<file path="src/hw/pe_array_pkg.sv">
package pe_array_pkg;

    // ===================================================================
    // Data widths
    // ===================================================================

    // Activation and weight samples are signed
    typedef logic signed [7:0]  act_t;
    typedef logic signed [7:0]  wei_t;
    typedef logic signed [23:0] psum_t;

    // ===================================================================
    // Addresses and layer settings
    // ===================================================================
    typedef logic [11:0] aram_addr_t;
    typedef logic [12:0] wram_addr_t;
    typedef logic [7:0]  oram_addr_t;

    // Counts are stored minus one
    typedef logic [7:0]  ich_t;
    typedef logic [9:0]  len_t;
    typedef logic [2:0]  tap_t;

    // Tap spacing is 1 << dila
    typedef logic [1:0]  dila_t;

    // One activation RAM line of 256 words per input channel
    localparam int ACT_LINE_W = 8;

    typedef enum logic [1:0] {
        CTRL_IDLE,
        CTRL_LOAD,
        CTRL_CONV
    } ctrl_state_t;

endpackage

</file>
<file path="src/hw/pe_array_ctrl.sv">
module pe_array_ctrl import pe_array_pkg::*; #(
    parameter int PE_ROW = 2,
    parameter int PE_COL = 2
) (
    input  logic                     clk,
    input  logic                     rst_n,
    input  logic                     cfg_vld_i,
    output logic                     cfg_rdy_o,
    input  aram_addr_t               cfg_aram_base_i,
    input  wram_addr_t               cfg_wram_base_i,
    input  ich_t                     cfg_ich_i,
    input  len_t                     cfg_len_i,
    input  tap_t                     cfg_wei_i,
    input  dila_t                    cfg_dila_i,
    input  logic [PE_ROW*PE_COL-1:0] out_vld_i,
    input  logic [PE_ROW*PE_COL-1:0] out_lst_i,
    output logic                     is_idle_o,
    output logic                     start_o,
    output aram_addr_t               aram_base_o,
    output wram_addr_t               wram_base_o,
    output ich_t                     ich_o,
    output len_t                     len_o,
    output tap_t                     wei_o,
    output dila_t                    dila_o
);

    ctrl_state_t state_q;
    ctrl_state_t state_d;

    logic                     cfg_xfer;
    logic [PE_ROW*PE_COL-1:0] done_q;

    assign cfg_rdy_o = (state_q == CTRL_IDLE);
    assign is_idle_o = (state_q == CTRL_IDLE);
    assign cfg_xfer  = cfg_vld_i && cfg_rdy_o;

    // ===================================================================
    // Layer settings
    // ===================================================================
    always_ff @(posedge clk) begin
        if (cfg_xfer) begin
            aram_base_o <= cfg_aram_base_i;
            wram_base_o <= cfg_wram_base_i;
            ich_o       <= cfg_ich_i;
            len_o       <= cfg_len_i;
            wei_o       <= cfg_wei_i;
            dila_o      <= cfg_dila_i;
        end
    end

    // Start pulse lines up with the load state
    always_ff @(posedge clk or negedge rst_n) begin
        if (!rst_n) begin
            start_o <= 1'b0;
        end else begin
            start_o <= cfg_xfer;
        end
    end

    // ===================================================================
    // Completion flags, one per PE
    // ===================================================================
    always_ff @(posedge clk or negedge rst_n) begin
        if (!rst_n) begin
            done_q <= '1;
        end else if (cfg_xfer) begin
            done_q <= '0;
        end else begin
            done_q <= done_q | (out_vld_i & out_lst_i);
        end
    end

    // ===================================================================
    // FSM
    // ===================================================================
    always_comb begin
        state_d = state_q;
        case (state_q)
            CTRL_IDLE: begin
                if (cfg_xfer) begin
                    state_d = CTRL_LOAD;
                end
            end
            CTRL_LOAD: begin
                state_d = CTRL_CONV;
            end
            CTRL_CONV: begin
                if (&done_q) begin
                    state_d = CTRL_IDLE;
                end
            end
            default: begin
                state_d = CTRL_IDLE;
            end
        endcase
    end

    always_ff @(posedge clk or negedge rst_n) begin
        if (!rst_n) begin
            state_q <= CTRL_IDLE;
        end else begin
            state_q <= state_d;
        end
    end

endmodule

</file>
<file path="src/hw/pe_array_top.sv">
module pe_array_top import pe_array_pkg::*; #(
    parameter int PE_ROW = 2,
    parameter int PE_COL = 2
) (
    input  logic                                clk,
    input  logic                                rst_n,
    input  logic                                cfg_vld_i,
    output logic                                cfg_rdy_o,
    input  aram_addr_t                          cfg_aram_base_i,
    input  wram_addr_t                          cfg_wram_base_i,
    input  ich_t                                cfg_ich_i,
    input  len_t                                cfg_len_i,
    input  tap_t                                cfg_wei_i,
    input  dila_t                               cfg_dila_i,
    output logic                                is_idle_o,
    output logic       [PE_COL-1:0]             aram_req_o,
    output aram_addr_t [PE_COL-1:0]             aram_addr_o,
    input  act_t       [PE_COL-1:0]             aram_rdata_i,
    output logic       [PE_ROW-1:0][PE_COL-1:0] wram_req_o,
    output wram_addr_t [PE_ROW-1:0][PE_COL-1:0] wram_addr_o,
    input  wei_t       [PE_ROW-1:0][PE_COL-1:0] wram_rdata_i,
    output logic       [PE_ROW-1:0][PE_COL-1:0] oram_vld_o,
    output logic       [PE_ROW-1:0][PE_COL-1:0] oram_lst_o,
    output oram_addr_t [PE_ROW-1:0][PE_COL-1:0] oram_idx_o,
    output psum_t      [PE_ROW-1:0][PE_COL-1:0] oram_dat_o
);

    logic       start;
    aram_addr_t aram_base;
    wram_addr_t wram_base;
    ich_t       ich;
    len_t       len;
    tap_t       wei;
    dila_t      dila;

    // Weight requests as the generators produce them, column first
    logic       [PE_COL-1:0][PE_ROW-1:0] gen_wram_req;
    wram_addr_t [PE_COL-1:0][PE_ROW-1:0] gen_wram_addr;

    logic       [PE_COL-1:0]       col_mac_vld;
    logic       [PE_COL-1:0]       col_mac_first;
    logic       [PE_COL-1:0][1:0]  col_mac_last;
    oram_addr_t [PE_COL-1:0]       col_mac_idx;

    pe_array_ctrl #(
        .PE_ROW (PE_ROW),
        .PE_COL (PE_COL)
    ) i_pe_array_ctrl (
        .clk             (clk),
        .rst_n           (rst_n),
        .cfg_vld_i       (cfg_vld_i),
        .cfg_rdy_o       (cfg_rdy_o),
        .cfg_aram_base_i (cfg_aram_base_i),
        .cfg_wram_base_i (cfg_wram_base_i),
        .cfg_ich_i       (cfg_ich_i),
        .cfg_len_i       (cfg_len_i),
        .cfg_wei_i       (cfg_wei_i),
        .cfg_dila_i      (cfg_dila_i),
        .out_vld_i       (oram_vld_o),
        .out_lst_i       (oram_lst_o),
        .is_idle_o       (is_idle_o),
        .start_o         (start),
        .aram_base_o     (aram_base),
        .wram_base_o     (wram_base),
        .ich_o           (ich),
        .len_o           (len),
        .wei_o           (wei),
        .dila_o          (dila)
    );

    // ===================================================================
    // Address generator columns
    // ===================================================================
    for (genvar c = 0; c < PE_COL; c++) begin : g_col
        pe_col_gen #(
            .PE_ROW  (PE_ROW),
            .PE_COL  (PE_COL),
            .COL_IDX (c)
        ) i_pe_col_gen (
            .clk         (clk),
            .rst_n       (rst_n),
            .start_i     (start),
            .aram_base_i (aram_base),
            .wram_base_i (wram_base),
            .ich_i       (ich),
            .len_i       (len),
            .wei_i       (wei),
            .dila_i      (dila),
            .aram_req_o  (aram_req_o[c]),
            .aram_addr_o (aram_addr_o[c]),
            .wram_req_o  (gen_wram_req[c]),
            .wram_addr_o (gen_wram_addr[c]),
            .mac_vld_o   (col_mac_vld[c]),
            .mac_first_o (col_mac_first[c]),
            .mac_last_o  (col_mac_last[c]),
            .mac_idx_o   (col_mac_idx[c])
        );
    end

    // ===================================================================
    // PE grid and weight port transposition
    // ===================================================================
    for (genvar r = 0; r < PE_ROW; r++) begin : g_pe_row
        for (genvar c = 0; c < PE_COL; c++) begin : g_pe_col
            assign wram_req_o[r][c]  = gen_wram_req[c][r];
            assign wram_addr_o[r][c] = gen_wram_addr[c][r];

            pe_mac i_pe_mac (
                .clk         (clk),
                .rst_n       (rst_n),
                .mac_vld_i   (col_mac_vld[c]),
                .mac_first_i (col_mac_first[c]),
                .mac_last_i  (col_mac_last[c]),
                .mac_idx_i   (col_mac_idx[c]),
                .act_i       (aram_rdata_i[c]),
                .wei_i       (wram_rdata_i[r][c]),
                .out_vld_o   (oram_vld_o[r][c]),
                .out_lst_o   (oram_lst_o[r][c]),
                .out_idx_o   (oram_idx_o[r][c]),
                .out_dat_o   (oram_dat_o[r][c])
            );
        end
    end

endmodule

</file>
<file path="src/hw/pe_col_gen.sv">
module pe_col_gen import pe_array_pkg::*; #(
    parameter int PE_ROW  = 2,
    parameter int PE_COL  = 2,
    parameter int COL_IDX = 0
) (
    input  logic                    clk,
    input  logic                    rst_n,
    input  logic                    start_i,
    input  aram_addr_t              aram_base_i,
    input  wram_addr_t              wram_base_i,
    input  ich_t                    ich_i,
    input  len_t                    len_i,
    input  tap_t                    wei_i,
    input  dila_t                   dila_i,
    output logic                    aram_req_o,
    output aram_addr_t              aram_addr_o,
    output logic [PE_ROW-1:0]       wram_req_o,
    output wram_addr_t [PE_ROW-1:0] wram_addr_o,
    output logic                    mac_vld_o,
    output logic                    mac_first_o,
    output logic [1:0]              mac_last_o,
    output oram_addr_t              mac_idx_o
);

    localparam int COL_SH = $clog2(PE_COL);

    logic       run_q;
    oram_addr_t grp_q;
    ich_t       ch_q;
    tap_t       tap_q;
    wram_addr_t wch_off_q;

    oram_addr_t grp_last_q;
    wram_addr_t row_stride_q;

    logic [10:0] len_plus;
    wram_addr_t  ch_stride;
    wram_addr_t  ich_plus;
    aram_addr_t  pos;
    logic        tap_end;
    logic        ch_end;
    logic        grp_end;

    assign len_plus  = {1'b0, len_i} + 11'd1;
    assign ch_stride = wram_addr_t'(wei_i) + 13'd1;
    assign ich_plus  = wram_addr_t'(ich_i) + 13'd1;

    assign tap_end = (tap_q == wei_i);
    assign ch_end  = (ch_q == ich_i);
    assign grp_end = (grp_q == grp_last_q);

    // Per-run constants, taken while the start pulse is high
    always_ff @(posedge clk) begin
        if (start_i) begin
            grp_last_q   <= oram_addr_t'((len_plus >> COL_SH) - 11'd1);
            row_stride_q <= ich_plus * ch_stride;
        end
    end

    // ===================================================================
    // Group, channel and tap counters
    // ===================================================================
    always_ff @(posedge clk or negedge rst_n) begin
        if (!rst_n) begin
            run_q     <= 1'b0;
            grp_q     <= '0;
            ch_q      <= '0;
            tap_q     <= '0;
            wch_off_q <= '0;
        end else if (start_i) begin
            run_q     <= 1'b1;
            grp_q     <= '0;
            ch_q      <= '0;
            tap_q     <= '0;
            wch_off_q <= '0;
        end else if (run_q) begin
            if (tap_end) begin
                tap_q <= '0;
                if (ch_end) begin
                    ch_q      <= '0;
                    wch_off_q <= '0;
                    if (grp_end) begin
                        run_q <= 1'b0;
                    end else begin
                        grp_q <= grp_q + 8'd1;
                    end
                end else begin
                    ch_q      <= ch_q + 8'd1;
                    wch_off_q <= wch_off_q + ch_stride;
                end
            end else begin
                tap_q <= tap_q + 3'd1;
            end
        end
    end

    // ===================================================================
    // RAM requests
    // ===================================================================
    assign pos = (aram_addr_t'(grp_q) << COL_SH) + aram_addr_t'(COL_IDX);

    assign aram_req_o  = run_q;
    assign aram_addr_o = aram_base_i + (aram_addr_t'(ch_q) << ACT_LINE_W) + pos
                       + (aram_addr_t'(tap_q) << dila_i);

    for (genvar r = 0; r < PE_ROW; r++) begin : g_row
        assign wram_req_o[r]  = run_q;
        assign wram_addr_o[r] = wram_base_i + wram_addr_t'(r) * row_stride_q
                              + wch_off_q + wram_addr_t'(tap_q);
    end

    // ===================================================================
    // MAC control, one cycle behind the request
    // ===================================================================

    // mac_last_o[0] ends a group, mac_last_o[1] also marks the final group
    always_ff @(posedge clk or negedge rst_n) begin
        if (!rst_n) begin
            mac_vld_o   <= 1'b0;
            mac_first_o <= 1'b0;
            mac_last_o  <= 2'b00;
        end else begin
            mac_vld_o     <= run_q;
            mac_first_o   <= run_q && (tap_q == '0) && (ch_q == '0);
            mac_last_o[0] <= run_q && tap_end && ch_end;
            mac_last_o[1] <= run_q && tap_end && ch_end && grp_end;
        end
    end

    always_ff @(posedge clk) begin
        mac_idx_o <= grp_q;
    end

endmodule

</file>
<file path="src/hw/pe_mac.sv">
module pe_mac import pe_array_pkg::*; (
    input  logic       clk,
    input  logic       rst_n,
    input  logic       mac_vld_i,
    input  logic       mac_first_i,
    input  logic [1:0] mac_last_i,
    input  oram_addr_t mac_idx_i,
    input  act_t       act_i,
    input  wei_t       wei_i,
    output logic       out_vld_o,
    output logic       out_lst_o,
    output oram_addr_t out_idx_o,
    output psum_t      out_dat_o
);

    psum_t prod;
    psum_t acc_q;
    psum_t sum_nxt;
    logic  grp_done;

    // Signed product at full accumulator width
    assign prod     = act_i * wei_i;
    assign sum_nxt  = mac_first_i ? prod : acc_q + prod;
    assign grp_done = mac_vld_i && mac_last_i[0];

    always_ff @(posedge clk) begin
        if (mac_vld_i) begin
            acc_q <= sum_nxt;
        end
    end

    // Result of a finished group
    always_ff @(posedge clk) begin
        if (grp_done) begin
            out_dat_o <= sum_nxt;
            out_idx_o <= mac_idx_i;
        end
    end

    always_ff @(posedge clk or negedge rst_n) begin
        if (!rst_n) begin
            out_vld_o <= 1'b0;
            out_lst_o <= 1'b0;
        end else begin
            out_vld_o <= grp_done;
            out_lst_o <= grp_done && mac_last_i[1];
        end
    end

endmodule

</file>
<file path="config.mk">
export PLATFORM = sky130hd
export DESIGN_NAME = pe_array_top
export DESIGN_NICKNAME = d
export VERILOG_FILES = /design/src/hw/pe_array_pkg.sv /design/src/hw/pe_array_ctrl.sv /design/src/hw/pe_array_top.sv /design/src/hw/pe_col_gen.sv /design/src/hw/pe_mac.sv
export SDC_FILE = /design/constraint.sdc
export NUM_CORES = 2
export LEC_CHECK = 0
export BUFFER_PORTS_ARGS = -buffer_cell sky130_fd_sc_hd__buf_2
export CAP_MARGIN = 20
export CORE_MARGIN = 2
export CORE_UTILIZATION = 45
export DETAILED_ROUTE_END_ITERATION = 8
export PLACE_DENSITY = 0.67
export SLEW_MARGIN = 0
export SYNTH_ARGS = -nofsm -noshare
export SYNTH_HDL_FRONTEND = slang
export SYNTH_SLANG_ARGS = --single-unit
</file>
<file path="constraint.sdc">
create_clock -name clk -period 7.3 [get_ports clk]
set_clock_uncertainty 0.15 [all_clocks]
set_input_delay 1.095 -clock clk [delete_from_list [all_inputs] [get_ports clk]]
set_output_delay 1.095 -clock clk [all_outputs]
set_load 0.1 [all_outputs]
</file>
**Word-level counts from Yosys, hierarchy flattened**

Cells that the tools add are included.

- Word-level logic and storage cells: 178
- Output and inout bits: 220
- Register bits after elaboration: 377
- Input port bits: 99

- Add/subtract/negate cells: 32
- $mul: 5
- Mux-type cells: 50
- Shifts and indexed selects: 2
- Equality and inequality tests: 12
- Bitwise logic cells: 2
- Reductions and logical operators: 32

Operators with widths:

| kind | number |
|---|---|
| 8-bit two-way mux | 18 |
| 13-bit two-way mux | 8 |
| 24-bit adder | 4 |
| 24-bit two-way mux | 4 |
| 13-bit adder | 7 |
| 8-bit by 8-bit multiplier with 16-bit output | 4 |
| 12-bit adder | 5 |
| 13-bit by 3-bit adder with 13-bit output | 4 |
| 8-bit by 1-bit adder with 8-bit output, second input constant | 4 |
| 8-bit == test | 4 |
| 3-bit by 2-bit << shifter with 12-bit output | 2 |
| 3-bit two-way mux | 6 |
| 8-bit zero test | 2 |
| 1-bit logical AND | 15 |
| 13-bit by 13-bit multiplier with 13-bit output | 1 |
| 12-bit by 9-bit adder with 12-bit output | 1 |
| 4-bit AND reduction | 3 |
| 2-bit nonzero test | 6 |
| 9-bit by 1-bit adder with 10-bit output, second input constant | 1 |
| 1-bit two-way mux | 10 |
| 8-bit by 1-bit adder with 9-bit output, second input constant | 1 |
| 9-bit by 1-bit adder with 9-bit output, second input constant | 1 |
| 8-bit by 1-bit subtractor with 8-bit output, second input constant | 1 |
| 3-bit by 1-bit adder with 3-bit output, second input constant | 2 |
| other kinds (14) | 21 |

**Longest topological paths before layout**

- Word-level depth: 6
- Depth in mapped cells: 27
- Gate-level depth less buffers: 26

**Modules after synthesis**

Synthesis repeated with hierarchy kept, for this count alone.

- Cells, all modules: 3772
- Area, all modules: 38555.7 um2

By module, submodules not included:

| module | cells each | seq. area each (um2) | area an instance (um2) | times used |
|---|---|---|---|---|
| pe_col_gen at g_col[0].i_pe_col_gen | 720 | 1716.6 | 6790.3 | 1 |
| pe_col_gen at g_col[1].i_pe_col_gen | 718 | 1716.6 | 6779.0 | 1 |
| pe_mac at g_pe_row[0].g_pe_col[0].i_pe_mac | 582 | 1731.7 | 5926.9 | 1 |
| pe_mac at g_pe_row[0].g_pe_col[1].i_pe_mac | 575 | 1731.7 | 5858.1 | 1 |
| pe_mac at g_pe_row[1].g_pe_col[1].i_pe_mac | 556 | 1731.7 | 5784.3 | 1 |
| pe_mac at g_pe_row[1].g_pe_col[0].i_pe_mac | 550 | 1731.7 | 5696.7 | 1 |
| pe_array_ctrl | 71 | 1621.6 | 1720.4 | 1 |

**Worst setup path after synthesis**

OpenSTA, ideal clock, no wires.

- Kind: reg2out
- Start point: reg i_pe_array_ctrl.wram_base_o[0]
- End point: out wram_addr_o[50] (netlist bit)
- Data arrival time: 6.515 ns
- Path buffers: 0
- Data required time: 6.055 ns
- Cell stages (with the launch flop): 17
- Slack: -0.460 ns
- Cell sequence: edfxtp_1 -> ha_1 -> fa_1 -> inv_1 -> fa_1 -> inv_1 -> ha_1 -> inv_1 -> fa_1 -> nor2b_1 -> o21ai_0 -> a21boi_0 -> o21ai_0 -> a21boi_0 -> o21ai_0 -> nand2_1 -> o311ai_0

RTL lines:

| element | line | source |
|---|---|---|
| start: declaration | pe_array_ctrl.sv:20 | `output wram_addr_t wram_base_o,` |
| start signal: assignment | pe_array_ctrl.sv:43 | `wram_base_o <= cfg_wram_base_i;` |
| end: declaration | pe_array_top.sv:20 | `output wram_addr_t [PE_ROW-1:0][PE_COL-1:0] wram_addr_o,` |

**Final worst setup path**

- Start point: in wram_rdata_i[4] (netlist bit)
- End point: reg g_pe_row[0].g_pe_col[0].i_pe_mac.out_dat_o[23] (data pin)

- Word-level cells in the longest chain between the ends: 3

RTL lines:

| element | line | source |
|---|---|---|
| start: declaration | pe_array_top.sv:21 | `input wei_t [PE_ROW-1:0][PE_COL-1:0] wram_rdata_i,` |
| 8-bit by 8-bit multiplier with 16-bit output * | pe_mac.sv:22 | `assign prod = act_i * wei_i;` |
| 24-bit adder | pe_mac.sv:23 | `assign sum_nxt = mac_first_i ? prod : acc_q + prod;` |
| 24-bit two-way mux * | pe_mac.sv:23 |  |
| named net g_pe_row[0].g_pe_col[0].i_pe_mac.sum_nxt[23] | pe_mac.sv:18 | `psum_t sum_nxt;` |
| end signal: assignment | pe_mac.sv:35 | `out_dat_o <= sum_nxt;` |
| end: declaration | pe_mac.sv:13 | `output psum_t out_dat_o` |

The timed path passes the listed nets; every way through them passes the cells marked *.
A chain may end at the register's enable or synchronous reset.

==> flow_metrics.tcl <==
set metrics [dict create \
    outcome "completed" \
    async_flop_share_pct 22.5 \
    r2r_setup_slack_ns 2.23 \
    io_buffers 317 \
    rr_worst_depth 16 \
    setup_viol 0 \
    multi_input_area_um2 21800 \
    drtIter0Drc 1159 \
    r2r-start "i_pe_array_ctrl.wei_o[0]$_DFFE_PP_" \
    worst_pin_slew_ns 0.992 \
    path_class "in -> reg" \
    cts_sinks 377 \
    clockBufferDepth 3 \
    setup.worst_path.end_class "flip-flop" \
    cts-root-buf "clkbuf_16" \
    ctsHtreeMaxLevel 2 \
    fmax_mhz 145 \
    antenna_found_initial 1 \
    relSlewSlack_pct 33.9 \
    dr_total_vias 25500 \
    required_ns 7.48 \
    grt_max_degree 83 \
    ys_top_cells_by_count "inv_1, ha_1, edfxtp_1" \
    drv_slew 0 \
    core_area_um2 76200 \
    antenna_left 0 \
    synth_area_leaders "edfxtp_1, fa_1, ha_1" \
    dr.pass1.iters 6 \
    drive_above_1_share_pct 16.9 \
    synth.most_common_cell "inv_1" \
    die_h_um 282 \
    grt_pass1_vias 25900 \
    wl_mm 81.1 \
    wl_per_cell_um 16.2 \
    synth_top_cell_by_area "edfxtp_1" \
    cp_max_fo 10 \
    path_clk_slew_ns 0.06 \
    r2r_end "g_col[1].i_pe_col_gen.row_stride_q[12]$_DFFE_PP_" \
    critPathLaunchType "input pin" \
    cts_hold_buf 0 \
    cts_tree "yes" \
    ys.flop_type "edfxtp_1" \
    worstSkewPairLatency_ns 0.60 \
    placed_cell_area_um2 38900 \
    setup_slack_ns 0.394 \
    drt-vias-per-instance 5.09 \
    ys_seq_area_share_pct 30.9 \
    ys_warn_count 0 \
    ys_types 75 \
    final.setup.tns_ns 0 \
    timing.final.crit_period_ns 6.91 \
    fin_crit_sh_pct 94.6 \
    ys_seq_elements 377 \
    grt.total_usage_pct 20.9 \
    cts_made_buffers 48 \
    synth-edff-count 276 \
    place_ws_ns -0.236 \
    seqCellArea_um2 10700 \
    whs_ns 0.252 \
    num_antenna_cells 0 \
    syn_avg_cell_area_um2 10.1 \
    cap_violations 0 \
    hold_viol 0 \
    dp_hpwl_mm 64.8 \
    pin_count 319 \
    start_util_pct 45.6 \
    dieWidth_um 282 \
    syn_inst 3445 \
    critPathArrivalTime_ns 7.08 \
    place_congestion 0.880 \
    synth_top_area_share_pct 23.9 \
    std_cell_rows 101 \
    mappedNetlistNets 4210 \
    fin_nets 4707 \
    dieArea_um2 79400 \
    area_growth_syn_to_layout_pct 16.7 \
    final_area_um2 40500 \
    grt_pass1_wl_mm 133 \
    hold_path.class "in -> async" \
    grt_overflow 0 \
    drc_errors 0 \
    nFillCells 6806 \
    synth_area_um2 34700 \
]
-- flip-flops by register name, summed over array words and instances (netlist names), 3 cells and up --
signal                                flops
i_pe_array_ctrl.wei_o                     3
i_pe_array_ctrl.len_o                     9
g_col.i_pe_col_gen.row_stride_q          13
g_pe_row.g_pe_col.i_pe_mac.out_idx_o     16
g_col.i_pe_col_gen.ch_q                  16
g_pe_row.g_pe_col.i_pe_mac.acc_q         96
g_col.i_pe_col_gen.wch_off_q             26
g_col.i_pe_col_gen.grp_q                 16
i_pe_array_ctrl.wram_base_o              13
g_pe_row.g_pe_col.i_pe_mac.out_dat_o     96
i_pe_array_ctrl.aram_base_o              12
i_pe_array_ctrl.ich_o                     8
g_col.i_pe_col_gen.mac_idx_o             16
g_col.i_pe_col_gen.grp_last_q             8
i_pe_array_ctrl.done_q                    4
g_col.i_pe_col_gen.mac_last_o             4
g_col.i_pe_col_gen.tap_q                  6
-- cells in the final DEF, fill, tap and decap left out, types with 53 or more instances in the layout --
cell type	netlist	routed
nor3_1	53	53
xor2_1	130	130
xnor2_1	183	181
edfxtp_1	276	276
ha_1	395	395
o21ai_0	159	158
fa_1	271	270
buf_2	2	316
nor2_1	182	182
buf_4	32	217
a21o_1	67	67
nand2_1	212	212
a21oi_1	152	152
dfrtp_1	81	76
and2_1	194	191
inv_1	480	480
nand3_1	54	54
-- per-stage QoR --
step | instances | utilization (%)
finish | 5012 | 53.2
global route | 5012 | 53.2
CTS | 5012 | 53.1
detailed placement | 4922 | 51.0
global placement | 4922 | 51.0
floorplan | 3445 | -
-- cell families after synthesis --
| group | synth area share, % |
|---|---|
| AND/OR/NAND/NOR | 13.1 |
| adder cells (fa/ha/maj) | 29.9 |
| AO/OA/AOI/OAI | 10.8 |
| buffers and inverters | 6.52 |
| flip-flops | 30.9 |
| XOR/XNOR | 7.89 |
| multiplexers | 0.901 |
-- layer usage --
metal  global-route usage [%]  wire length [um]  vias up
met2                     36.4             39400      472
li1                         -                 -    12700
met5                        0                 0        -
met1                     27.5             36600    12300
met4                     5.20              1740        0
met3                     2.50              3360       87
-- area by class of cell --
type                    instances  area share [%]
clock buffers                  59            3.17
clock inverters                31           0.787
inverters                     480            4.45
multi-input cells            2497            53.7
flip-flops and latches        377            26.5
well taps                    1030            3.18
repair buffers                538            8.17
-- worst max-delay path by stage --
stage / startpoint / to / slack (ns) / depth (start not counted)
detailed placement: wram_rdata_i[4] / g_pe_row[0].g_pe_col[0].i_pe_mac.out_dat_o[23]$_DFFE_PP_ / -0.24 / 27
global placement: aram_rdata_i[13] / g_pe_row[1].g_pe_col[1].i_pe_mac.out_dat_o[20]$_DFFE_PP_ / -0.15 / 23
finish: wram_rdata_i[4] / g_pe_row[0].g_pe_col[0].i_pe_mac.out_dat_o[23]$_DFFE_PP_ / 0.39 / 26
floorplan: aram_rdata_i[15] / g_pe_row[0].g_pe_col[1].i_pe_mac.acc_q[23]$_DFFE_PP_ / 0.05 / 21
global route: aram_rdata_i[12] / g_pe_row[0].g_pe_col[1].i_pe_mac.out_dat_o[23]$_DFFE_PP_ / -0.01 / 25
CTS: wram_rdata_i[4] / g_pe_row[0].g_pe_col[0].i_pe_mac.out_dat_o[23]$_DFFE_PP_ / 0.37 / 27
-- timing repair --
| action | 4_1_cts | 5_1_grt |
|---|---|---|
| gates resized for setup | 0 | 4 |
| setup buffers | 0 | 0 |
| endpoints found under the setup margin | 0 | 6 |
| hold endpoints to repair | 0 | 0 |
-- worst max-delay path, cell delays in order --
cell       delay, ns
buf_2           0.11
buf_4           0.15
and2_1          0.18
fa_1            0.58
inv_1           0.08
fa_1            0.53
inv_1           0.06
fa_1            0.54
inv_1           0.06
fa_1            0.53
inv_1           0.04
ha_1            0.29
and2_1          0.15
o21ai_0         0.13
o21ai_0         0.15
o41ai_1         0.29
buf_4           0.18
xnor2_2         0.16
buf_4           0.24
ha_1            0.27
nor3_1          0.25
a2111oi_0       0.13
a211o_1         0.33
a21oi_1         0.21
mux2i_1         0.22
a22oi_1         0.12
Power is not shown: default switching activity piles up to over one toggle a cycle in this logic, so the estimate is an artifact.
